### config.mk
export PLATFORM = sky130hd
export DESIGN_NAME = rx_dma_ctrl
export DESIGN_NICKNAME = d
export VERILOG_FILES = /design/src/rx_link_pkg.sv /design/src/rx_dma_ctrl.sv
export SDC_FILE = /design/constraint.sdc
export NUM_CORES = 1
export LEC_CHECK = 0
export BUFFER_PORTS_ARGS = -buffer_cell sky130_fd_sc_hd__buf_2
export CORE_MARGIN = 2
export CORE_UTILIZATION = 40
export CTS_CLUSTER_DIAMETER = 30
export DETAILED_ROUTE_END_ITERATION = 8
export PLACE_DENSITY_LB_ADDON = 0.1
export SLEW_MARGIN = 20
export SYNTH_ARGS = -nofsm -noshare
export SYNTH_HDL_FRONTEND = slang
export SYNTH_SLANG_ARGS = --single-unit
### constraint.sdc
create_clock -name clk -period 8.1 [get_ports clk]
set_clock_uncertainty 0.05 [all_clocks]
set_input_delay 2.025 -clock clk [delete_from_list [all_inputs] [get_ports clk]]
set_output_delay 2.025 -clock clk [all_outputs]
set_load 0.02 [all_outputs]
### src/rx_link_pkg.sv
package rx_link_pkg;

    // Bus widths
    localparam int ADDR_W = 32;
    localparam int DLEN_W = 16;
    localparam int BEAT_W = 64;
    localparam int WORD_W = 16;

    // Sync word is {D5_6, K28_5}, start of frame is {K28_2, K27_7}
    localparam logic [7:0] K28_5 = 8'hbc;
    localparam logic [7:0] D5_6  = 8'hc5;
    localparam logic [7:0] K27_7 = 8'hfb;
    localparam logic [7:0] K28_2 = 8'h5c;

    localparam logic [31:0]       FRAME_HEAD_FLAG = 32'heb90_e116;
    localparam logic [WORD_W-1:0] LINK_LOSS_WORD  = 16'hffff;

    ////////////////////////////////////////////////////////////////////////////
    // Parser states
    ////////////////////////////////////////////////////////////////////////////
    localparam logic [3:0] ST_IDLE  = 4'd0;
    localparam logic [3:0] ST_SYNC  = 4'd1;
    localparam logic [3:0] ST_HEAD  = 4'd2;
    localparam logic [3:0] ST_TYPE  = 4'd3;
    localparam logic [3:0] ST_LINE  = 4'd4;
    localparam logic [3:0] ST_LEN   = 4'd5;
    localparam logic [3:0] ST_DATA  = 4'd6;
    localparam logic [3:0] ST_CHECK = 4'd7;
    localparam logic [3:0] ST_END1  = 4'd8;
    localparam logic [3:0] ST_END2  = 4'd9;

    // Receive FIFO depth in line words
    localparam int FIFO_WORDS = 2048;

    // Quiet time after a loss pulse, about 100 ms at 100 MHz
    localparam logic [23:0] LOSS_HOLDOFF_CYCLES = 24'd10_000_000;

    // First header word, summed raw and decoded by field
    typedef union packed {
        logic [WORD_W-1:0] raw;
        struct packed {
            logic [1:0] file_end;
            logic [1:0] channel_id;
            logic [3:0] data_type;
            logic [7:0] line_hi;
        } f;
    } rx_info_word_u;

endpackage
### src/rx_dma_ctrl.sv
`timescale 1ns/1ps

module rx_dma_ctrl (
    input  logic                             clk,
    input  logic                             i_arst_n,
    input  logic                             i_soft_rst,
    input  logic                             i_len_valid,
    input  logic [15:0]                      i_frame_len,
    input  logic                             i_frame_end,
    input  logic                             i_frame_end1,
    input  logic                             i_rx_start,
    input  logic [rx_link_pkg::ADDR_W-1:0]   i_rx_base_addr,
    input  logic                             i_wr_cmd_ack,
    input  logic                             i_wr_finish,
    output logic                             o_wr_cmd_req,
    output logic [rx_link_pkg::ADDR_W+rx_link_pkg::DLEN_W-1:0] o_wr_cmd_data,
    output logic                             o_rx_interrupt
);

    import rx_link_pkg::*;

    logic [ADDR_W-1:0] wr_addr;
    logic [DLEN_W-1:0] byte_cnt;
    logic              frame_done;

    // DDR writes go in 8-byte units, so round the length up
    assign byte_cnt = {i_frame_len[15:3] + 13'(|i_frame_len[2:0]), 3'b000};

    assign o_wr_cmd_data  = {wr_addr, byte_cnt};
    assign o_rx_interrupt = frame_done && i_wr_finish;

    always_ff @(posedge clk or negedge i_arst_n) begin
        if (!i_arst_n) begin
            o_wr_cmd_req <= 1'b0;
            wr_addr      <= '0;
            frame_done   <= 1'b0;
        end else if (i_soft_rst) begin
            o_wr_cmd_req <= 1'b0;
            wr_addr      <= '0;
            frame_done   <= 1'b0;
        end else begin
            if (i_len_valid) begin
                o_wr_cmd_req <= 1'b1;
            end else if (i_wr_cmd_ack) begin
                o_wr_cmd_req <= 1'b0;
            end
            // Next frame lands right after this one
            if (i_rx_start) begin
                wr_addr <= i_rx_base_addr;
            end else if (i_frame_end) begin
                wr_addr <= wr_addr + ADDR_W'(byte_cnt);
            end
            if (i_frame_end1) begin
                frame_done <= 1'b1;
            end else if (i_wr_finish) begin
                frame_done <= 1'b0;
            end
        end
    end

endmodule

==> impl_results.md, run 1 <==
* Synth warn at 0
* Area contributors post-synth: dfrtp_1 (30%), xnor2_1 (6.8%), ha_1 (6.7%)
* Leak Pwr at 1.67 nW
* Slew margin rel. at 47.0%
* Power, Total at 541 uW
* Core Area at 6790 um^2
* Hold_buf cts at 0
* GP Congestion at 0.847
* Synth top area share at 30.2%
* Detailed Routing Iterations Pass 1 at 4
* Crit-path max FO at 3
* Routed via count at 2669
* Setup TNS at 0 ns
* Htree depth at 2
* Clock Path Buffers at 2
* Synthesized area at 2820 um^2
* Crit path required time at 6.03 ns
* Worst setup margin at 2.28 ns
* N_diodes at 0
* Port-buffer cells at 103
* RSZ-0062 raised after global routing: no
* Max Cap Violations at 0
* Power per cell area at 155 nW/um^2
* Total track usage at 19.7%
* Initial antenna violation count at 0
* CP endpoint kind: output pin
* # setup viols final at 0
* Final period util at 71.9%
* Netlist cell types at 62
* Detail-routed net length per standard cell at 14.5 um
* Commonest cells in the netlist: nor2_1 (50), dfrtp_1 (34), a21oi_1 (24), xnor2_1 (22), nand2_1 (19)
* Share of cells above drive strength 1 at 30.5%
* Final std cells w/o fill at 519
* Most common cell in the netlist: nor2_1
* HP Start: frame_done
* Dpl ws at 2.25 ns
* DRT iter0 DRCs at 131
* Placed cell areas at 3380 um^2
* Tightest Hold Check Type: reg2reg
* Post-CTS setup buffer count at 0
* DR vias/cell at 5.14
* Status: complete, no violations
* Dpl cells at 512
* Ports at 107
* Clock root cell: clkbuf_8
* Post-synth EDFFs at 0
* Synth Register Bits at 34
* Grt ovf at 0
* Worst R2R Start: wr_addr[3]
* Clk_lat worst skew at 0.29 ns
* CP Class: in2out
* Worst slew pin tran at 0.796 ns
* Final hold vios at 0
* Initial Utilization at 41.5%
* Die ar. at 7730 um^2
* Die Wd at 87.9 um
* Largest area contributor in the netlist: dfrtp_1
* Max-slew violations at 0
* WP buf/inv at 2
* Mapped Avg Cell Area at 8.67 um^2
* Min Tclk post-route at 5.82 ns
* Area delta synth->final at 23.9%
* Peak VDD IR at 0.0000780 V
* Routed WL at 7.51 mm
* Post-CTS sizing at 0
* Primary FF master, synth: dfrtp_1
* Nets@finish at 496
* Cells after synthesis at 325
* Crit path largest cell delay at 0.36 ns
* Largest net degree at the start of global routing at 38
* CTS tree: yes
* Max Freq at 172 MHz
* Vias in the first global route at 2451
* ANT nets after route at 0
* CP Launch Type: input port
* First-pass GRT wire length at 12.1 mm
* Hold_ws at 0.473 ns
* Asr flop ratio synth at 100%
* Num Clock Sinks at 34
* Slowest cell on the critical path: or3_1
* Crit path max-delay family: simple AND/OR/NAND/NOR gates
* TritonCTS buffer count at 5
* Critical path, cell by cell: buf_2, or3_1, ha_1, ha_1, nand3_1, nor2_1, and2_1, nand4_1, xnor2_1, buf_2
* Die H at 87.9 um
* Final Cell Area at 3490 um^2
* Row cnt at 30
* Utilization after layout at 51.4%
* Sequential-to-total area share from yosys stat at 30.2%
* Clk slew on worst S/H paths at 0.07 ns
* DRC at 0
* CP Data Arrival Time at 3.75 ns
* Crit path from: i_frame_len[1]
* DP Wirelength at 5.60 mm
==> tightest hold or removal path, stage by stage (launching register included) <==
cell	delay [ns]
dfrtp_1	0.35
a21oi_1	0.07
nor2_1	0.07
==> flip-flops by register name, summed over array words and instances, names as in the netlist <==
signal and cells:
frame_done 1, o_wr_cmd_req 1, wr_addr 32
==> routing by layer <==
layer / up-vias / part of all wire, % / GRT usage (%)
met5: - / 0 / 0
li1: 1381 / - / -
met3: 8 / 7.4 / 5.28
met1: 1203 / 47 / 28.9
met2: 77 / 45 / 29.3
met4: 0 / 0.69 / 3.78
==> path summary, 6_finish.rpt <==
check,end,slack [ns],cells past startpoint
setup / recovery,o_wr_cmd_data[13],2.28,10
hold / removal,frame_done,0.47,2
max in group asynchronous,wr_addr[11],5.72,1
setup reg to reg,wr_addr[25],5.61,9
min in group asynchronous,wr_addr[22],1.76,1
hold reg to reg,frame_done,0.47,2
==> layout make-up <==
cell class	instances	area, um^2
Fill cell	682	3300
Multi-Input combinational cell	264	1830
Sequential cell	34	851
Timing Repair Buffer	104	523
Tap cell	96	120
Clock buffer	6	82.6
Inverter	14	52.6
Clock inverter	1	30.0
==> cells in the final DEF (no fill, tap or decap), drive strengths merged, types with 4 or more instances in the layout <==
cell / Yosys / layout
buf: 5 / 104
nor2: 50 / 50
dfrtp: 34 / 34
a21oi: 26 / 26
xnor2: 22 / 22
nand2: 20 / 20
a211oi: 18 / 18
ha: 15 / 15
inv: 13 / 13
nand3: 11 / 11
mux2i: 10 / 10
nand4: 8 / 8
xor2: 7 / 7
o21ai: 7 / 7
and3: 6 / 6
clkbuf: 8 / 6
nand2b: 5 / 5
a2111oi: 5 / 5
and2: 4 / 4
a311oi: 4 / 4
a21o: 4 / 4
==> cells by family (layout without fill, tap and decap cells) <==
| logic type | count (synthesis) | after routing | share of synthesized area, % |
|---|---|---|---|
| adders and majority gates | 16 | 16 | 7.37 |
| and+or+nand+nor | 116 | 116 | 19.7 |
| DFF | 34 | 34 | 30.2 |
| muxes | 11 | 11 | 3.95 |
| AOI/OAI and AO/OA | 89 | 89 | 24.6 |
| other | 1 | 3 | 0.133 |
| buffers and inverters | 29 | 125 | 5.02 |
| xor gates and xnor gates | 29 | 29 | 9.01 |
==> report_power, final <==
group          internal [mW]  switching [mW]
registers              0.182          0.0135
logic                 0.0734           0.111
clock network         0.0985          0.0626
total                  0.354           0.187
(Power assumes the default switching activity.)
==> inputs of run 2 (changes only) <==
==> constraint.sdc (replaced) <==
create_clock -name clk -period 6 [get_ports clk]
set_clock_uncertainty 0.05 [all_clocks]
set_input_delay 1.5 -clock clk [delete_from_list [all_inputs] [get_ports clk]]
set_output_delay 1.5 -clock clk [all_outputs]
set_load 0.02 [all_outputs]
==> impl_results.md, run 2 (same netlist as run 1, synthesis figures left out) <==
* Nets@finish at 496
* Die H at 87.9 um
* Most frequent cells in the layout: buf_2 (103), nor2_1 (50), dfrtp_1 (34), a21oi_1 (24), xnor2_1 (22)
* Peak VDD IR at 0.000136 V
* Most common cell after layout, fill and taps aside: buf_2
* Crit path largest cell delay at 0.36 ns
* Initial Utilization at 41.5%
* TritonCTS buffer count at 5
* WP buf/inv at 2
* Leak Pwr at 1.68 nW
* Port-buffer cells at 103
* Setup TNS at 0 ns
* Final period util at 79.6%
* DRC at 0
* Max Freq at 209 MHz
* Slowest cell on the critical path: or3_1
* DRT iter0 DRCs at 197
* Slew margin rel. at 46.2%
* Routed WL at 7.77 mm
* Core Area at 6790 um^2
* DR vias/cell at 5.29
* Ports at 107
* Crit-path max FO at 3
* CTS tree: yes
* Initial antenna violation count at 0
* GP Congestion at 0.850
* Most flops, register: wr_addr
* Final hold vios at 0
* Post-CTS setup buffer count at 0
* Clock Path Buffers at 2
* Worst setup margin at 1.22 ns
* First-pass GRT wire length at 12.5 mm
* Max reg flops at 32
* Max Cap Violations at 0
* DP Wirelength at 5.69 mm
* Routed via count at 2752
* Tightest Hold Check Type: reg2reg
* Status: complete, no violations
* CP Class: in2out
* Htree depth at 2
* Hold_buf cts at 0
* Utilization after layout at 51.8%
* Power per cell area at 220 nW/um^2
* Post-CTS sizing at 0
* Die ar. at 7730 um^2
* Dpl ws at 1.07 ns
* Vias in the first global route at 2589
* Crit path max-delay family: simple AND/OR/NAND/NOR gates
* CP Data Arrival Time at 3.23 ns
* CP Launch Type: input port
* Final Cell Area at 3520 um^2
* Row cnt at 30
* Grt ovf at 0
* Crit path required time at 4.45 ns
* Max-slew violations at 0
* ANT nets after route at 0
* N_diodes at 0
* Placed cell areas at 3380 um^2
* Biggest regs: wr_addr: 32 flops, frame_done: 1 flops, o_wr_cmd_req: 1 flops
* Clock root cell: clkbuf_8
* # setup viols final at 0
* CP endpoint kind: output pin
* Die Wd at 87.9 um
* Num Clock Sinks at 34
* Critical path, cell by cell: buf_2, or3_1, ha_1, ha_1, nand3_1, nor2_1, and2_1, nand2_1, xnor2_1, buf_2
* RSZ-0062 raised after global routing: no
* Worst slew pin tran at 0.807 ns
* Clk slew on worst S/H paths at 0.08 ns
* Min Tclk post-route at 4.78 ns
* Detailed Routing Iterations Pass 1 at 4
* Detail-routed net length per standard cell at 15.0 um
* Total track usage at 20.7%
* Largest net degree at the start of global routing at 38
* Area delta synth->final at 24.8%
* Share of cells above drive strength 1 at 30.7%
* Clk_lat worst skew at 0.29 ns
## run 2: report_power, final
group / switching, mW / leakage, nW / internal (mW)
clock: 0.0945 / 0.0683 / 0.167
combinational: 0.150 / 1.17 / 0.0991
sequential: 0.0181 / 0.443 / 0.246
## run 2: path summary, 6_finish.rpt
path,cells past startpoint,slack [ns],to,from
hold / removal,2,0.47,frame_done,frame_done
max in group asynchronous,1,4.14,wr_addr[31],i_arst_n
setup / recovery,10,1.22,o_wr_cmd_data[15],i_frame_len[1]
min in group asynchronous,1,1.25,wr_addr[20],i_arst_n
hold reg to reg,2,0.47,frame_done,frame_done
setup reg to reg,9,3.48,wr_addr[25],wr_addr[3]
## run 2: final cells by class
cell class	count	area, um^2
clock buffers	5	68.8
flip-flops and latches	34	851
fillers	681	3280
inverters	14	52.6
repair buffers	104	523
multi-input cells	264	1830
clock inverters	3	68.8
well taps	96	120
## run 2: tightest hold or removal path, delay by kind of cell, from the launching register on
kind / cells / cell delay [ns]
simple gates: 1 / 0.07
compound gates: 1 / 0.07
flops: 1 / 0.35
## run 2: through the flow
stage          hold WS (ns)  instances  power, mW
3_3_place_gp          0.444        512      0.515
6_report              0.474        520      0.774
2_1_floorplan         0.424        327      0.439
5_1_grt               0.523        520      0.820
4_1_cts               0.478        520      0.782
3_5_place_dp          0.463        512      0.517
## run 2: per-layer routing
metal	vias to the layer above	GRT usage, %	part of all wire [%]
met1	1270	28.7	46
met5	-	0	0
met4	0	4.90	1.1
met3	9	4.71	6.9
met2	94	32.9	46
li1	1379	-	-
==> inputs of run 3 (changes only) <==
--- a/config.mk
+++ b/config.mk
@@ -5,6 +5,7 @@
 export SDC_FILE = /design/constraint.sdc
 export NUM_CORES = 1
 export LEC_CHECK = 0
+export ABC_AREA = 1
 export BUFFER_PORTS_ARGS = -buffer_cell sky130_fd_sc_hd__buf_2
 export CORE_MARGIN = 2
 export CORE_UTILIZATION = 40
==> constraint.sdc (replaced) <==
create_clock -name clk -period 5 [get_ports clk]
set_clock_uncertainty 0.05 [all_clocks]
set_input_delay 1.25 -clock clk [delete_from_list [all_inputs] [get_ports clk]]
set_output_delay 1.25 -clock clk [all_outputs]
set_load 0.02 [all_outputs]
==> impl_results.md, run 3 <==
* Crit-path max FO at 3
* Most frequent cells in the layout: nand2_1 (144), buf_2 (103), nor2_1 (73), inv_1 (55), nand3_1 (50)
* Peak VDD IR at 0.000112 V
* Most common cell after layout, fill and taps aside: nand2_1
* Share of cells above drive strength 1 at 25.3%
* Synthesized area at 3260 um^2
* WP buf/inv at 3
* First-pass GRT wire length at 15.3 mm
* Post-CTS sizing at 0
* CP Class: in2out
* Crit path largest cell delay at 0.36 ns
* Clk_lat worst skew at 0.30 ns
* Detailed Routing Iterations Pass 1 at 4
* Clk slew on worst S/H paths at 0.09 ns
* Slew margin rel. at 41.2%
* Die ar. at 8880 um^2
* Mapped Avg Cell Area at 6.38 um^2
* # setup viols final at 0
* Adder-Cell Fraction of Synth Area at 6.38%
* Cells after synthesis at 510
* Slowest cell on the critical path: or3_1
* CP Data Arrival Time at 2.95 ns
* DRT iter0 DRCs at 176
* CTS tree: yes
* Post-CTS setup buffer count at 0
* Port-buffer cells at 103
* TritonCTS buffer count at 5
* Max Cap Violations at 0
* DP Wirelength at 7.00 mm
* Synth Register Bits at 34
* M1 wire length at 4.44 mm
* Nets@finish at 681
* Die Wd at 94.2 um
* Synth warn at 0
* Num Clock Sinks at 34
* Area delta synth->final at 20.9%
* Grt ovf at 0
* Switching pwr at 420 uW
* Gate power share at 39.1%
* Ports at 107
* Row cnt at 32
* Total track usage at 21.6%
* Met3 wire length at 433 um
* Routed WL at 9.30 mm
* Sequential-to-total area share from yosys stat at 26.1%
* Area share of xor/xnor cells in the synthesized design at 5.11%
* Commonest cells in the netlist: nand2_1 (144), nor2_1 (73), inv_1 (55), nand3_1 (50), dfrtp_1 (34)
* Leak Pwr at 2.18 nW
* Clock Path Buffers at 2
* Compound-cell area share of the yosys netlist at 8.88%
* Switching Share at 41.5%
* GP Congestion at 0.864
* Initial antenna violation count at 0
* Critical path, cell by cell: buf_2, or3_1, ha_1, ha_1, nand2_1, nor3b_2, nand4_1, nor2_1, xnor2_1, inv_1, buf_2
* Clock root cell: clkbuf_8
* Final Cell Area at 3940 um^2
* Largest area contributor in the netlist: dfrtp_1
* Area contributors post-synth: dfrtp_1 (26%), nand2_1 (17%), nor2_1 (8.4%)
* Setup TNS at 0 ns
* Mux contribution to synthesized area at 0.307%
* DR WL met2 at 4.37 mm
* Crit path max-delay family: simple AND/OR/NAND/NOR gates
* Sequential share of power at 33.9%
* Vias in the first global route at 3322
* Max-slew violations at 0
* Primary FF master, synth: dfrtp_1
* Most flops, register: wr_addr
* Core Area at 7810 um^2
* Crit path required time at 3.70 ns
* CP Launch Type: input port
* Placed cell areas at 3820 um^2
* Synth Area in Simple Gates at 42.9%
* Htree depth at 2
* Hold_buf cts at 0
* Tightest Hold Check Type: reg2reg
* DR vias/cell at 4.87
* Routed via count at 3462
* Biggest regs: wr_addr: 32 flops, frame_done: 1 flops, o_wr_cmd_req: 1 flops
* DRC at 0
* Min Tclk post-route at 4.25 ns
* Most common cell in the netlist: nand2_1
* RSZ-0062 raised after global routing: no
* Final hold vios at 0
* Main combinational cell family by area after synthesis: simple AND/OR/NAND/NOR gates
* DR top layer: met4
* CP endpoint kind: output pin
* Netlist cell types at 40
* Detail-routed net length per standard cell at 13.1 um
* Synth top area share at 26.1%
* Die H at 94.2 um
* Post-synth EDFFs at 0
* Status: complete, no violations
* Share of power burned in the clock network at 27.0%
* Asr flop ratio synth at 100%
* P_int at 592 uW
* N_diodes at 0
* Worst slew pin tran at 0.882 ns
* Power per cell area at 257 nW/um^2
* Initial Utilization at 41.7%
* Max reg flops at 32
* Final period util at 85.0%
* Largest net degree at the start of global routing at 35
* ANT nets after route at 0
* Max Freq at 235 MHz
-- run 3: changes by cell type after synthesis, sizes merged, moves of 6 or more --
| cell | previous run | this run |
|---|---|---|
| nand2 | 20 | 153 |
| inv | 13 | 64 |
| nand3 | 11 | 57 |
| nor2 | 50 | 83 |
| a211oi | 18 | 0 |
| xnor2 | 22 | 8 |
| mux2i | 10 | 1 |
| buf | 5 | 12 |
| o21ai | 7 | 14 |
| and3 | 6 | 0 |
-- run 3: logic make-up after synthesis --
kind of cell / count (synthesis)
AND/OR/NAND/NOR: 311
multiplexers: 1
XOR/XNOR: 19
buffers and inverters: 79
adder cells (fa/ha/maj): 16
other: 1
AO/OA/AOI/OAI: 49
flip-flops: 34
-- run 3: layout make-up --
class	count	area, um^2
well taps	102	128
fillers	837	3870
inverters	64	240
repair buffers	104	523
multi-input cells	399	2080
clock inverters	3	45.0
clock buffers	5	68.8
flip-flops and latches	34	851
-- run 3: path summary, 6_finish.rpt --
path / from / end / slack [ns] / depth (start not counted)
worst min register to register: wr_addr[2] / wr_addr[2] / 0.44 / 2
max in group asynchronous: i_arst_n / wr_addr[24] / 3.33 / 1
worst max register to register: wr_addr[3] / wr_addr[27] / 2.75 / 14
worst min-delay path: wr_addr[2] / wr_addr[2] / 0.44 / 2
min in group asynchronous: i_arst_n / wr_addr[12] / 1.02 / 1
worst max-delay path: i_frame_len[1] / o_wr_cmd_data[15] / 0.75 / 11
-- run 3: worst reg2reg max path, delay by kind of cell (launching register included) --
kind | cells | cell delay, ns
and+or+nand+nor | 9 | 0.84
DFF | 1 | 0.38
adders and majority gates | 2 | 0.62
buffers and inverters | 2 | 0.14
AOI/OAI and AO/OA | 1 | 0.15
-- run 3: routing by layer --
| layer | track usage, % | vias to the layer above |
|---|---|---|
| met5 | 0 | - |
| met4 | 4.35 | 0 |
| met3 | 3.93 | 4 |
| met2 | 37.7 | 81 |
| met1 | 27.8 | 1560 |
| li1 | - | 1817 |
-- run 3: through the flow --
stage	setup WS (ns)	hold slack, ns	utilization [%]	power, mW	std cells
6_report	0.749	0.439	50.4	1.01	711
5_1_grt	0.598	0.479	50.4	1.08	711
4_1_cts	0.743	0.447	50.4	1.02	711
3_5_place_dp	0.741	0.421	49.0	0.743	703
3_3_place_gp	0.775	0.403	49.0	0.737	703
2_1_floorplan	1.12	0.431	-	0.620	512
-- run 3: power by group through the flow --
stage	combinational, mW	clock, mW	sequential, mW
3_3_place_gp	0.391	0	0.346
3_5_place_dp	0.395	0	0.347
2_1_floorplan	0.244	0	0.376
6_report	0.396	0.273	0.343
4_1_cts	0.398	0.278	0.342
5_1_grt	0.441	0.289	0.348
