`config.mk`:
```
export PLATFORM = sky130hd
export DESIGN_NAME = rx_frame_parser
export DESIGN_NICKNAME = d
export VERILOG_FILES = /design/src/rx_link_pkg.sv /design/src/rx_frame_parser.sv
export SDC_FILE = /design/constraint.sdc
export NUM_CORES = 1
export LEC_CHECK = 0
export BUFFER_PORTS_ARGS = -buffer_cell sky130_fd_sc_hd__buf_2
export CAP_MARGIN = 20
export CORE_UTILIZATION = 57
export CTS_CLUSTER_DIAMETER = 50
export DETAILED_ROUTE_END_ITERATION = 10
export PLACE_DENSITY = 0.81
export SYNTH_ARGS = -nofsm -noshare
export SYNTH_HDL_FRONTEND = slang
export SYNTH_SLANG_ARGS = --single-unit
```
`constraint.sdc`:
```
create_clock -name clk -period 3.47 [get_ports clk]
set_input_delay 0.347 -clock clk [delete_from_list [all_inputs] [get_ports clk]]
set_output_delay 0.347 -clock clk [all_outputs]
set_load 0.02 [all_outputs]
```
`src/rx_link_pkg.sv`:
```
package rx_link_pkg;

    // Bus widths
    localparam int ADDR_W = 32;
    localparam int DLEN_W = 16;
    localparam int BEAT_W = 64;
    localparam int WORD_W = 16;

    // Sync word is {D5_6, K28_5}, start of frame is {K28_2, K27_7}
    localparam logic [7:0] K28_5 = 8'hbc;
    localparam logic [7:0] D5_6  = 8'hc5;
    localparam logic [7:0] K27_7 = 8'hfb;
    localparam logic [7:0] K28_2 = 8'h5c;

    localparam logic [31:0]       FRAME_HEAD_FLAG = 32'heb90_e116;
    localparam logic [WORD_W-1:0] LINK_LOSS_WORD  = 16'hffff;

    ////////////////////////////////////////////////////////////////////////////
    // Parser states
    ////////////////////////////////////////////////////////////////////////////
    localparam logic [3:0] ST_IDLE  = 4'd0;
    localparam logic [3:0] ST_SYNC  = 4'd1;
    localparam logic [3:0] ST_HEAD  = 4'd2;
    localparam logic [3:0] ST_TYPE  = 4'd3;
    localparam logic [3:0] ST_LINE  = 4'd4;
    localparam logic [3:0] ST_LEN   = 4'd5;
    localparam logic [3:0] ST_DATA  = 4'd6;
    localparam logic [3:0] ST_CHECK = 4'd7;
    localparam logic [3:0] ST_END1  = 4'd8;
    localparam logic [3:0] ST_END2  = 4'd9;

    // Receive FIFO depth in line words
    localparam int FIFO_WORDS = 2048;

    // Quiet time after a loss pulse, about 100 ms at 100 MHz
    localparam logic [23:0] LOSS_HOLDOFF_CYCLES = 24'd10_000_000;

    // First header word, summed raw and decoded by field
    typedef union packed {
        logic [WORD_W-1:0] raw;
        struct packed {
            logic [1:0] file_end;
            logic [1:0] channel_id;
            logic [3:0] data_type;
            logic [7:0] line_hi;
        } f;
    } rx_info_word_u;

endpackage
```
`src/rx_frame_parser.sv`:
```
`timescale 1ns/1ps

module rx_frame_parser (
    input  logic        clk,
    input  logic        i_arst_n,
    input  logic        i_soft_rst,
    input  logic        i_rk_msb,
    input  logic        i_rk_lsb,
    input  logic [15:0] i_rxd,
    output logic        o_fifo_wr,
    output logic [15:0] o_fifo_din,
    output logic        o_len_valid,
    output logic [15:0] o_frame_len,
    output logic        o_frame_end,
    output logic        o_frame_end1,
    output logic        o_in_payload,
    output logic [23:0] o_frame_num,
    output logic [3:0]  o_data_type,
    output logic        o_file_end_flag,
    output logic [1:0]  o_channel_id,
    output logic        o_checksum_err
);

    import rx_link_pkg::*;

    logic [3:0]    cs;
    logic [3:0]    ns;
    logic [15:0]   rxd_q;
    logic [14:0]   data_cnt;
    logic [1:0]    pad_cnt;
    logic [15:0]   sum;
    rx_info_word_u info;

    assign info = i_rxd;

    ////////////////////////////////////////////////////////////////////////////
    // Frame state machine
    ////////////////////////////////////////////////////////////////////////////
    always_comb begin
        ns = cs;
        case (cs)
            ST_IDLE: begin
                if (!i_rk_msb && i_rk_lsb && i_rxd == {D5_6, K28_5}) begin
                    ns = ST_SYNC;
                end
            end
            ST_SYNC: begin
                if (i_rk_msb && i_rk_lsb && i_rxd == {K28_2, K27_7}) begin
                    ns = ST_HEAD;
                end
            end
            ST_HEAD: begin
                // Flag spans two words, high half first
                if ({rxd_q, i_rxd} == FRAME_HEAD_FLAG) begin
                    ns = ST_TYPE;
                end
            end
            ST_TYPE:  ns = ST_LINE;
            ST_LINE:  ns = ST_LEN;
            ST_LEN:   ns = ST_DATA;
            ST_DATA: begin
                if (data_cnt == o_frame_len[15:1] - 15'd1) begin
                    ns = ST_CHECK;
                end
            end
            ST_CHECK: ns = ST_END1;
            ST_END1:  ns = ST_END2;
            default:  ns = ST_IDLE;
        endcase
    end

    always_ff @(posedge clk or negedge i_arst_n) begin
        if (!i_arst_n) begin
            cs <= ST_IDLE;
        end else if (i_soft_rst) begin
            cs <= ST_IDLE;
        end else begin
            cs <= ns;
        end
    end

    // Previous line word, also the FIFO data
    always_ff @(posedge clk) begin
        rxd_q      <= i_rxd;
        o_fifo_din <= i_rxd;
    end

    ////////////////////////////////////////////////////////////////////////////
    // Header decode, payload count and checksum
    ////////////////////////////////////////////////////////////////////////////
    always_ff @(posedge clk or negedge i_arst_n) begin
        if (!i_arst_n) begin
            o_frame_num     <= '0;
            o_data_type     <= '0;
            o_file_end_flag <= 1'b0;
            o_channel_id    <= '0;
            o_frame_len     <= '0;
            pad_cnt         <= '0;
            data_cnt        <= '0;
            sum             <= '0;
            o_checksum_err  <= 1'b0;
            o_fifo_wr       <= 1'b0;
            o_frame_end     <= 1'b0;
        end else if (i_soft_rst) begin
            o_frame_num     <= '0;
            o_data_type     <= '0;
            o_file_end_flag <= 1'b0;
            o_channel_id    <= '0;
            o_frame_len     <= '0;
            pad_cnt         <= '0;
            data_cnt        <= '0;
            sum             <= '0;
            o_checksum_err  <= 1'b0;
            o_fifo_wr       <= 1'b0;
            o_frame_end     <= 1'b0;
        end else begin
            if (cs == ST_TYPE) begin
                o_file_end_flag    <= info.f.file_end[0];
                o_channel_id       <= info.f.channel_id;
                o_data_type        <= info.f.data_type;
                o_frame_num[23:16] <= info.f.line_hi;
            end
            if (cs == ST_LINE) begin
                o_frame_num[15:0] <= i_rxd;
            end
            if (cs == ST_LEN) begin
                o_frame_len <= i_rxd;
                // Pad words to fill the last 64-bit beat
                pad_cnt     <= 2'b00 - i_rxd[2:1];
            end
            data_cnt <= (cs == ST_DATA) ? data_cnt + 15'd1 : '0;
            if (cs == ST_IDLE || cs == ST_SYNC || cs == ST_HEAD) begin
                sum <= '0;
            end else if (cs == ST_TYPE || cs == ST_LINE || cs == ST_LEN || cs == ST_DATA) begin
                sum <= sum + info.raw;
            end
            if (cs == ST_IDLE) begin
                o_checksum_err <= 1'b0;
            end else if (cs == ST_CHECK) begin
                o_checksum_err <= (sum != i_rxd);
            end
            o_fifo_wr <= (cs == ST_DATA) ||
                         (cs == ST_CHECK && pad_cnt != 2'd0) ||
                         (cs == ST_END1 && pad_cnt[1]) ||
                         (cs == ST_END2 && pad_cnt == 2'd3);
            o_frame_end <= (cs == ST_END1);
        end
    end

    assign o_len_valid  = (cs == ST_LEN);
    assign o_frame_end1 = (cs == ST_END1);
    assign o_in_payload = (cs >= ST_TYPE) && (cs <= ST_CHECK);

    // Payload is counted in whole words, so the length must be even and nonzero
    a_len_even: assert property (@(posedge clk) disable iff (!i_arst_n)
        (cs == ST_LEN && !i_soft_rst) |=> (!o_frame_len[0] && o_frame_len >= 16'd2));

endmodule

```
==> results of run 1 <==
## cell families (layout without fill, tap and decap cells)
group,Yosys count,after routing,share of synthesized area
and+or+nand+nor,261,261,0.2328
AOI/OAI and AO/OA,129,129,0.1490
DFF,102,102,0.4623
xor gates and xnor gates,43,43,0.07043
buffers and inverters,43,125,0.03182
adders and majority gates,18,18,0.04352
muxes,5,5,0.01006
## area by class of cell
class / count / area [sq um]
flip-flops and latches: 102 / 2472
repair buffers: 96 / 523.0
fillers: 719 / 2838
multi-input cells: 456 / 2705
inverters: 13 / 50.05
well taps: 108 / 135.1
clock buffers: 11 / 131.4
clock inverters: 5 / 36.28
## synth_stat cells (6+ instances only)
cell type,n,share of area
a21oi_1,65,0.061
a31oi_1,8,0.0094
and3_1,6,0.0070
clkbuf_1,25,0.018
dfrtp_1,86,0.40
dfxtp_1,16,0.060
ha_1,17,0.040
inv_1,11,0.0077
nand2_1,121,0.085
nand3_1,15,0.014
nand4_1,8,0.0094
nor2_1,43,0.030
nor2b_1,6,0.0070
nor3_1,15,0.014
nor4_1,9,0.011
o21ai_0,14,0.013
or4_1,6,0.0084
xnor2_1,21,0.034
xor2_1,22,0.036
## where the power goes
part / switching, mW / total, mW / internal, mW
clock network: 0.406 / 0.670 / 0.264
registers: 0.0104 / 1.21 / 1.20
logic: 0.113 / 0.171 / 0.0581
## worst max path at each step
stage	slack, ns	from	endpoint
final	0.63	sum[0]	sum[14]
after global routing	0.51	sum[0]	sum[14]
after CTS	0.68	sum[0]	sum[14]
after detailed placement	0.53	i_rxd[0]	sum[14]
after global placement	0.60	i_rxd[0]	sum[14]
after floorplan	0.93	sum[0]	sum[14]
## registers in the layout, indices dropped and copies added (netlist names)
name             count
o_checksum_err       1
o_fifo_wr            1
o_data_type          4
cs                   4
sum                 16
o_frame_end          1
rxd_q               16
o_file_end_flag      1
o_channel_id         2
data_cnt            15
o_frame_len         16
pad_cnt              1
o_frame_num         24
## stage by stage
stage / hold WS, ns / power (mW)
3_3_place_gp: 0.4707 / 1.395
3_5_place_dp: 0.4829 / 1.399
5_1_grt: 0.1645 / 2.122
2_1_floorplan: 0.05141 / 1.319
4_1_cts: 0.1479 / 2.060
6_report: 0.1656 / 2.052
## what timing repair did
item / 4_1_cts / 5_1_grt
hold endpoints to repair: 0 / 20
hold buffers: 0 / 1
setup buffers: 0 / 0
gates resized for setup: 0 / 0
## layer usage
metal | part of all wire | track usage | vias up
li1 | - | - | 2245
met1 | 0.41 | 0.3623 | 2243
met2 | 0.49 | 0.4701 | 164
met3 | 0.062 | 0.06099 | 34
met4 | 0.031 | 0.1401 | 0
met5 | 0 | 0 | -
==> results.toml, run 1 <==
[cts]
cts_tree = "done"
htree_levels = 3
insertion_delay_ns = 0.38
path_clk_slew_ns = 0.10
clockBufferDepth = 2
cts_sinks = 102
cts_buffers = 9
clockRootBuffer = "clkbuf_8"

[critical_path]
cp_slowest_cell = "fa_1"
reg2reg_to = "sum[14]"
required_ns = 3.71
critPathMaxFanout = 3
reg2regPathDepth = 9
cp.depth = 9
r2r_start = "sum[0]"
ff2ff_setup_slack_ns = 0.63
cp-end-kind = "flip-flop"
path_delay_family = "compound AO/OA/AOI/OAI gates"
path_class = "reg2reg"
worstSetupStartpointType = "flip-flop"
path_cells = "ha_1 > fa_1 > a211oi_1 > o21ai_1 > a31o_1 > or4_1 > a31oi_1 > xor2_1 > o21ai_1"
cp.arrival_ns = 3.08
cpMostUsedCell = "o21ai_1"
path_buf_inv = 0
cp_slowest_stage_delay_ns = 0.44

[sta]
fmax_mhz = 352.3
hold_viol = 0
worst_pin_slew_ns = 1.050
tns_ns = 0
grt_setup_unrepaired = "false"
clock_skew_ns = 0.01177
min_period_ns = 2.838
fin_ws_ns = 0.6318
max_slew_margin = 0.2972
maxSlewViolCount = 0
period_share = 0.8179
setup_viol = 0

[placed_design]
gp_congestion = 0.8569
io_buffers = 89
place_hpwl_um = 9542
dp_worst_setup_slack_ns = 0.5349
dp.cells = 773
placed_area_sq_um = 5848

[finish]
stdcell_area_sq_um = 6053
layoutNonFillerInstCount = 791
final_core_util = 0.6808
synthToLayoutAreaGrowth_pct = 13.20
most-common-layout-cells = "nand2_1 (121), buf_2 (88), dfrtp_1 (86)"
layout_commonest_cell = "nand2_1"
antenna_cells = 0
nets = 717
drive_gt1_frac = 0.1772

[global_routing]
antenna_found_initial = 0
grt_overflow = 0
grt_pass1_vias = 4494
grt_pass1_wl_um = 21720
grt_max_degree = 87
grt_util_all_layers = 0.2870

[floorplan]
dieArea_sq_um = 9773
die_h_um = 98.86
ios = 90
core_sq_um = 8891
fp.dieW_um = 98.86
core.rowCount = 34
start_util = 0.6015

[route]
via_per_inst = 5.924
drtIter0Drc = 248
vias = 4686
post_drt_wl_per_cell_um = 17.09
drc = 0
drt_first_pass_iters = 5
ant_nets = 0
wl_um = 13520

[pwr]
p_leak_nw = 2.823
power.density_cell_area_nw_per_um2 = 339.0
ir_worst_vdd_uv = 290.0

[flow_run]
maxCapViolCount = 0

[synthesis]
netlist_area_sq_um = 5348
synthFlopType = "dfrtp_1"
synthesis.nets = 640
synth_warnings = 0
synth_seq_area_share = 0.4623
synthArstFlopShare = 0.8431
avgSynthCellArea_sq_um = 8.898
synth_edf_count = 0
synthCells = 601
synth-seq-cells = 102
ys_types = 62

[outcome]
status = "completed"

[worst_hold_path]
hp-start = "i_rxd[4]"
min_path_type = "in2reg"
hold_end = "rxd_q[4]"
whs_path_depth = 1
Power figures use the tool's default switching activity.
==> run 2: changes to the inputs <==
--- a/config.mk
+++ b/config.mk
@@ -5,6 +5,7 @@
 export SDC_FILE = /design/constraint.sdc
 export NUM_CORES = 1
 export LEC_CHECK = 0
+export ABC_AREA = 1
 export BUFFER_PORTS_ARGS = -buffer_cell sky130_fd_sc_hd__buf_2
 export CAP_MARGIN = 20
 export CORE_UTILIZATION = 57
==> constraint.sdc (replaced) <==
create_clock -name clk -period 3 [get_ports clk]
set_input_delay 0.3 -clock clk [delete_from_list [all_inputs] [get_ports clk]]
set_output_delay 0.3 -clock clk [all_outputs]
set_load 0.02 [all_outputs]
==> run 2 against run 1 <==
Cell area is 3.1% higher. Setup slack better by 0.087 ns. Non-clock buffer count is 4 lower. First-iteration DRC count is 57% higher. Sequential share of layout area is 1.2 points lower. Clock power is 33% higher. Critical path depth is 5 lower. Power is 39% higher. Global-route usage is 0.68 points higher. Cell count is 11% higher. Worst hold slack worse by 0.079 ns. Flip-flop and latch count stayed put. Largest cell class unchanged. Largest power group unchanged. Highest routed layer unchanged.
==> results.toml, run 2 <==
[route]
wl_um = 13890
ant_nets = 0
post_drt_wl_per_cell_um = 15.88
drt_first_pass_iters = 7
vias = 4912
drc = 0
drtIter0Drc = 390
via_per_inst = 5.614

[critical_path]
path_cells = "nor2_1 > inv_2 > nor2_1 > buf_2"
cp_slowest_stage_delay_ns = 0.52
cp_slowest_cell = "nor2_1"
ff2ff_setup_slack_ns = 0.79
required_ns = 2.70
reg2regPathDepth = 13
critPathMaxFanout = 9
startpoint = "cs[3]"
cpMostUsedCell = "nor2_1"
path_delay_family = "simple AND/OR/NAND/NOR gates"
cp.arrival_ns = 1.98
cp-end-kind = "output port"
path_buf_inv = 2
path_class = "reg2out"
r2r_start = "sum[0]"
cp.depth = 4
worstSetupStartpointType = "flip-flop"

[floorplan]
start_util = 0.5877
core_sq_um = 9240
dieArea_sq_um = 9921
core.rowCount = 35
fp.dieW_um = 99.61
die_h_um = 99.61
ios = 90

[sta]
setup_viol = 0
maxSlewViolCount = 0
max_slew_margin = 0.4860
tns_ns = 0
grt_setup_unrepaired = "false"
min_period_ns = 2.281
worst_pin_slew_ns = 0.7691
fmax_mhz = 438.3
period_share = 0.7605
hold_viol = 0
clock_skew_ns = 0.01171

[worst_hold_path]
whs_path_depth = 1
min_path_type = "in2reg"
hp-start = "i_rxd[8]"

[finish]
regArea_sq_um = 2472
synthToLayoutAreaGrowth_pct = 14.91
drive_gt1_frac = 0.2292
most-common-layout-cells = "nand2_1 (133), buf_2 (88), dfrtp_1 (86)"
layoutNonFillerInstCount = 875
final_core_util = 0.6753
nets = 780
fill_cells = 749
largest_reg_flops = 24
antenna_cells = 0
top_register = "o_frame_num"
multi_input_area_sq_um = 2597
layout_commonest_cell = "nand2_1"

[flow_run]
maxCapViolCount = 0

[cts]
cts_buffers = 9
htree_levels = 3
cts_tree = "done"
clockRootBuffer = "clkbuf_8"
path_clk_slew_ns = 0.11
cts_setup_buffers = 0
cts_sinks = 102
clockBufferDepth = 2
insertion_delay_ns = 0.37
cts_resized = 0

[synthesis]
synthesis.nets = 687
synthCells = 648
synthArstFlopShare = 0.8431
synth_area_leaders = "dfrtp_1 (40%), nand2_1 (9.2%), mux2_2 (7.9%), dfxtp_1 (5.9%), nor2_1 (5.5%)"
synth_seq_area_share = 0.4553
synth.most_common_cell = "nand2_1"
synthFlopType = "dfrtp_1"
synth-seq-cells = 102
synth_edf_count = 0
netlist_area_sq_um = 5430
ys_types = 42
synth_warnings = 0
netlist_top_cells_count = "nand2_1 (133), dfrtp_1 (86), nor2_1 (79), inv_1 (72), mux2_2 (38)"
synth_top_area_frac = 0.3963
synth_area_leader_cell = "dfrtp_1"
avgSynthCellArea_sq_um = 8.380

[global_routing]
grt_overflow = 0
antenna_found_initial = 0
grt_max_degree = 87
grt_pass1_wl_um = 22780
grt_pass1_vias = 4793
grt_util_all_layers = 0.2938

[placed_design]
io_buffers = 89
place_hpwl_um = 10560
gp_congestion = 1.007
dp.cells = 857

[pwr]
ir_worst_vdd_uv = 280.3
p_leak_nw = 3.226
power.density_cell_area_nw_per_um2 = 457.2

[outcome]
status = "completed"
## run 2: worst paths after layout
check / end
worst max-delay path: o_len_valid
worst min-delay path: rxd_q[8]
worst max register to register: sum[12]
worst min register to register: sum[9]
max in group asynchronous: o_frame_num[5]
min in group asynchronous: o_frame_end
## run 2: power breakdown
part / internal [mW] / leakage, nW / switching, mW
Clock: 0.338 / 0.105 / 0.555
Combinational: 0.163 / 1.83 / 0.300
Sequential: 1.44 / 1.29 / 0.0565
## run 2: metrics by stage
step | cell area, sq um | setup WS, ns | power [mW] | hold WS [ns]
after global routing | 6240 | 0.5990 | 2.961 | 0.07316
after detailed placement | 5995 | 0.7708 | 1.978 | 0.4611
after floorplan | 5430 | 1.154 | 1.800 | 0.004409
after global placement | 5995 | 0.8889 | 1.964 | 0.4589
final | 6240 | 0.7186 | 2.853 | 0.08670
after CTS | 6202 | 0.7540 | 2.854 | 0.07704
## run 2: cell families (layout without fill, tap and decap cells)
kind of cell / after synthesis / count (layout) / synth area share
mux: 40 / 40 / 0.08295
xor+xnor: 15 / 15 / 0.02419
compound gates: 84 / 84 / 0.08710
simple gates: 297 / 297 / 0.2412
flops: 102 / 102 / 0.4553
fa+ha+maj: 18 / 18 / 0.04286
buf+inv: 92 / 190 / 0.06636
## run 2: layout make-up
type / count / share of cell area
clock buffer: 9 / 0.01985
clock inverter: 7 / 0.01343
inverter: 82 / 0.04933
multi-input combinational: 454 / 0.4163
sequential: 102 / 0.3962
tap: 129 / 0.02587
timing repair buffer: 92 / 0.07901
## run 2: what timing repair did
item	CTS	global route
hold endpoints to repair	0	27
endpoints found under the setup margin	0	0
hold buffers	0	1
## run 2: layer usage
metal,vias up,global-route usage,share of wire
li1,2326,-,-
met5,-,0,0
met2,211,0.4834,0.47
met1,2340,0.3941,0.44
met4,0,0.1154,0.027
met3,35,0.04287,0.064
==> run 3: changes to the inputs <==
--- a/config.mk
+++ b/config.mk
@@ -8,10 +8,10 @@
 export ABC_AREA = 1
 export BUFFER_PORTS_ARGS = -buffer_cell sky130_fd_sc_hd__buf_2
 export CAP_MARGIN = 20
-export CORE_UTILIZATION = 57
+export CORE_UTILIZATION = 51
 export CTS_CLUSTER_DIAMETER = 50
 export DETAILED_ROUTE_END_ITERATION = 10
-export PLACE_DENSITY = 0.81
+export PLACE_DENSITY = 0.76
 export SYNTH_ARGS = -nofsm -noshare
 export SYNTH_HDL_FRONTEND = slang
 export SYNTH_SLANG_ARGS = --single-unit
==> constraint.sdc (replaced) <==
create_clock -name clk -period 1.9 [get_ports clk]
set_input_delay 0.19 -clock clk [delete_from_list [all_inputs] [get_ports clk]]
set_output_delay 0.19 -clock clk [all_outputs]
set_load 0.02 [all_outputs]
==> run 3 against run 2 <==
The run now ends with negative setup slack left. Critical path depth is 8 higher. Via count is 4.8% higher. Cell area is 10% higher. Setup slack worse by 0.88 ns. Power up 62%. Highest routed layer unchanged.
==> results.toml, run 3 (same netlist as run 2, synthesis figures left out) <==
[floorplan]
fp.dieW_um = 105.2
die_h_um = 105.2
core.rowCount = 37
dieArea_sq_um = 11060
start_util = 0.5260
ios = 90
core_sq_um = 10320

[pwr]
ir_worst_vdd_uv = 446.9
p_leak_nw = 3.485
clkPwrFrac = 0.305
p_int_mw = 3.155
power.density_cell_area_nw_per_um2 = 670.7
power_frac_seq = 0.507
comb_power_share = 0.187
sw_frac_of_total = 0.3176
p_switching_mw = 1.468

[route]
wl_um = 15330
vias = 5150
ant_nets = 0
drc = 0
drt_first_pass_iters = 5
post_drt_wl_per_cell_um = 16.43
drtIter0Drc = 399
via_per_inst = 5.520

[critical_path]
cp_slowest_stage_delay_ns = 0.43
cp-end-kind = "flip-flop"
critPathMaxFanout = 4
path_cells = "ha_4 > fa_2 > nand3_2 > o211ai_1 > inv_1 > nor2_2 > nor2_4 > o21bai_4 > buf_4 > a21oi_2 > o21ai_1 > nand2_1"
cp_slowest_cell = "dfrtp_1"
worstSetupStartpointType = "flip-flop"
path_class = "reg2reg"
required_ns = 2.23
path_delay_family = "adder cells"
path_buf_inv = 2
cp.arrival_ns = 2.39

[finish]
layout_commonest_cell = "nand2_1"
drive_gt1_frac = 0.3212
most-common-layout-cells = "nand2_1 (131), buf_2 (88), dfrtp_1 (83)"
antenna_cells = 0
stdcell_area_sq_um = 6893
largest_reg_flops = 24
fill_cells = 860
top_register = "o_frame_num"
nets = 831
synthToLayoutAreaGrowth_pct = 26.94

[cts]
clockRootBuffer = "clkbuf_8"
clockBufferDepth = 2
insertion_delay_ns = 0.40
cts_buffers = 9
cts_sinks = 102
path_clk_slew_ns = 0.10
cts_tree = "done"
htree_levels = 3

[sta]
hold_viol = 0
min_period_ns = 2.060
worst_pin_slew_ns = 0.7235
grt_setup_unrepaired = "true"
max_slew_margin = 0.5172
clock_skew_ns = 0.01521
maxSlewViolCount = 0
period_share = 1.084
setup_viol = 7
fmax_mhz = 485.5
fin_ws_ns = -0.1597

[worst_hold_path]
min_path_type = "in2reg"

[global_routing]
antenna_found_initial = 0
grt_pass1_wl_um = 23880
grt_pass1_vias = 4847
grt_overflow = 0
grt_util_all_layers = 0.2789
grt_max_degree = 51

[outcome]
status = "complete, but fails checks"
violations = "negative setup slack"

[flow_run]
maxCapViolCount = 0

[placed_design]
io_buffers = 89
placed_area_sq_um = 6319
gp_congestion = 0.9275
place_hpwl_um = 11320
dp_worst_setup_slack_ns = -0.2105
[run 3: cell types whose count changed in the layout (fill, tap and decap cells not counted), sizes merged]
cell,change
buf,+40
clkbuf,+1
clkinv,-1
dlygate4sd3,+11
[run 3: power groups by stage]
stage	combinational, mW	sequential [mW]	clock, mW
floorplan	0.331	2.51	0
finish	0.867	2.34	1.41
CTS	0.841	2.34	1.43
global route	0.943	2.36	1.53
detailed placement	0.816	2.39	0
global placement	0.801	2.38	0
[run 3: path summary, 6_finish.rpt]
| kind | start | endpoint | slack (ns) | cells after the start |
|---|---|---|---|---|
| min reg2reg | sum[8] | sum[8] | 0.50 | 2 |
| max | sum[0] | sum[10] | -0.16 | 12 |
| min | i_rxd[10] | rxd_q[10] | 0.07 | 2 |
| max in group asynchronous | i_arst_n | sum[9] | 1.13 | 3 |
| min in group asynchronous | i_arst_n | sum[8] | 0.18 | 2 |
| max reg2reg | sum[0] | sum[10] | -0.16 | 12 |
[run 3: per-stage QoR]
stage	setup TNS (ns)	power [mW]	utilization	hold slack, ns	instances
final	-0.6684	4.623	0.6677	0.07347	933
after global placement	-0.3329	3.179	0.6120	0.04536	901
after CTS	-0.1962	4.616	0.6462	0.03041	929
after floorplan	0	2.842	-	-0.1056	648
after global routing	-1.427	4.834	0.6677	0.07232	933
after detailed placement	-1.069	3.202	0.6120	0.04443	901
[run 3: metal layers]
metal / GRT usage / vias up / part of all wire
met2: 0.4474 / 221 / 0.47
li1: - / 2420 / -
met5: 0 / - / 0
met4: 0.1258 / 0 / 0.036
met1: 0.3688 / 2462 / 0.43
met3: 0.04866 / 47 / 0.064
[run 3: what timing repair did]
item / in CTS / in global routing
hold buffers: 12 / 0
resized for setup: 11 / 45
setup buffers: 0 / 4
endpoints found under the hold margin: 97 / 0
endpoints found under the setup margin: 17 / 16
pin swaps: 4 / 16
[run 3: layout make-up]
type                            count  area [sq um]  share of cell area
Tap cell                          136         170.2             0.02469
Multi-Input combinational cell    454          2818              0.4088
Clock buffer                       10         137.6             0.01997
Sequential cell                   102          2476              0.3592
Inverter                           82         307.8             0.04465
Timing Repair Buffer              143         920.9              0.1336
Clock inverter                      6         62.56            0.009076
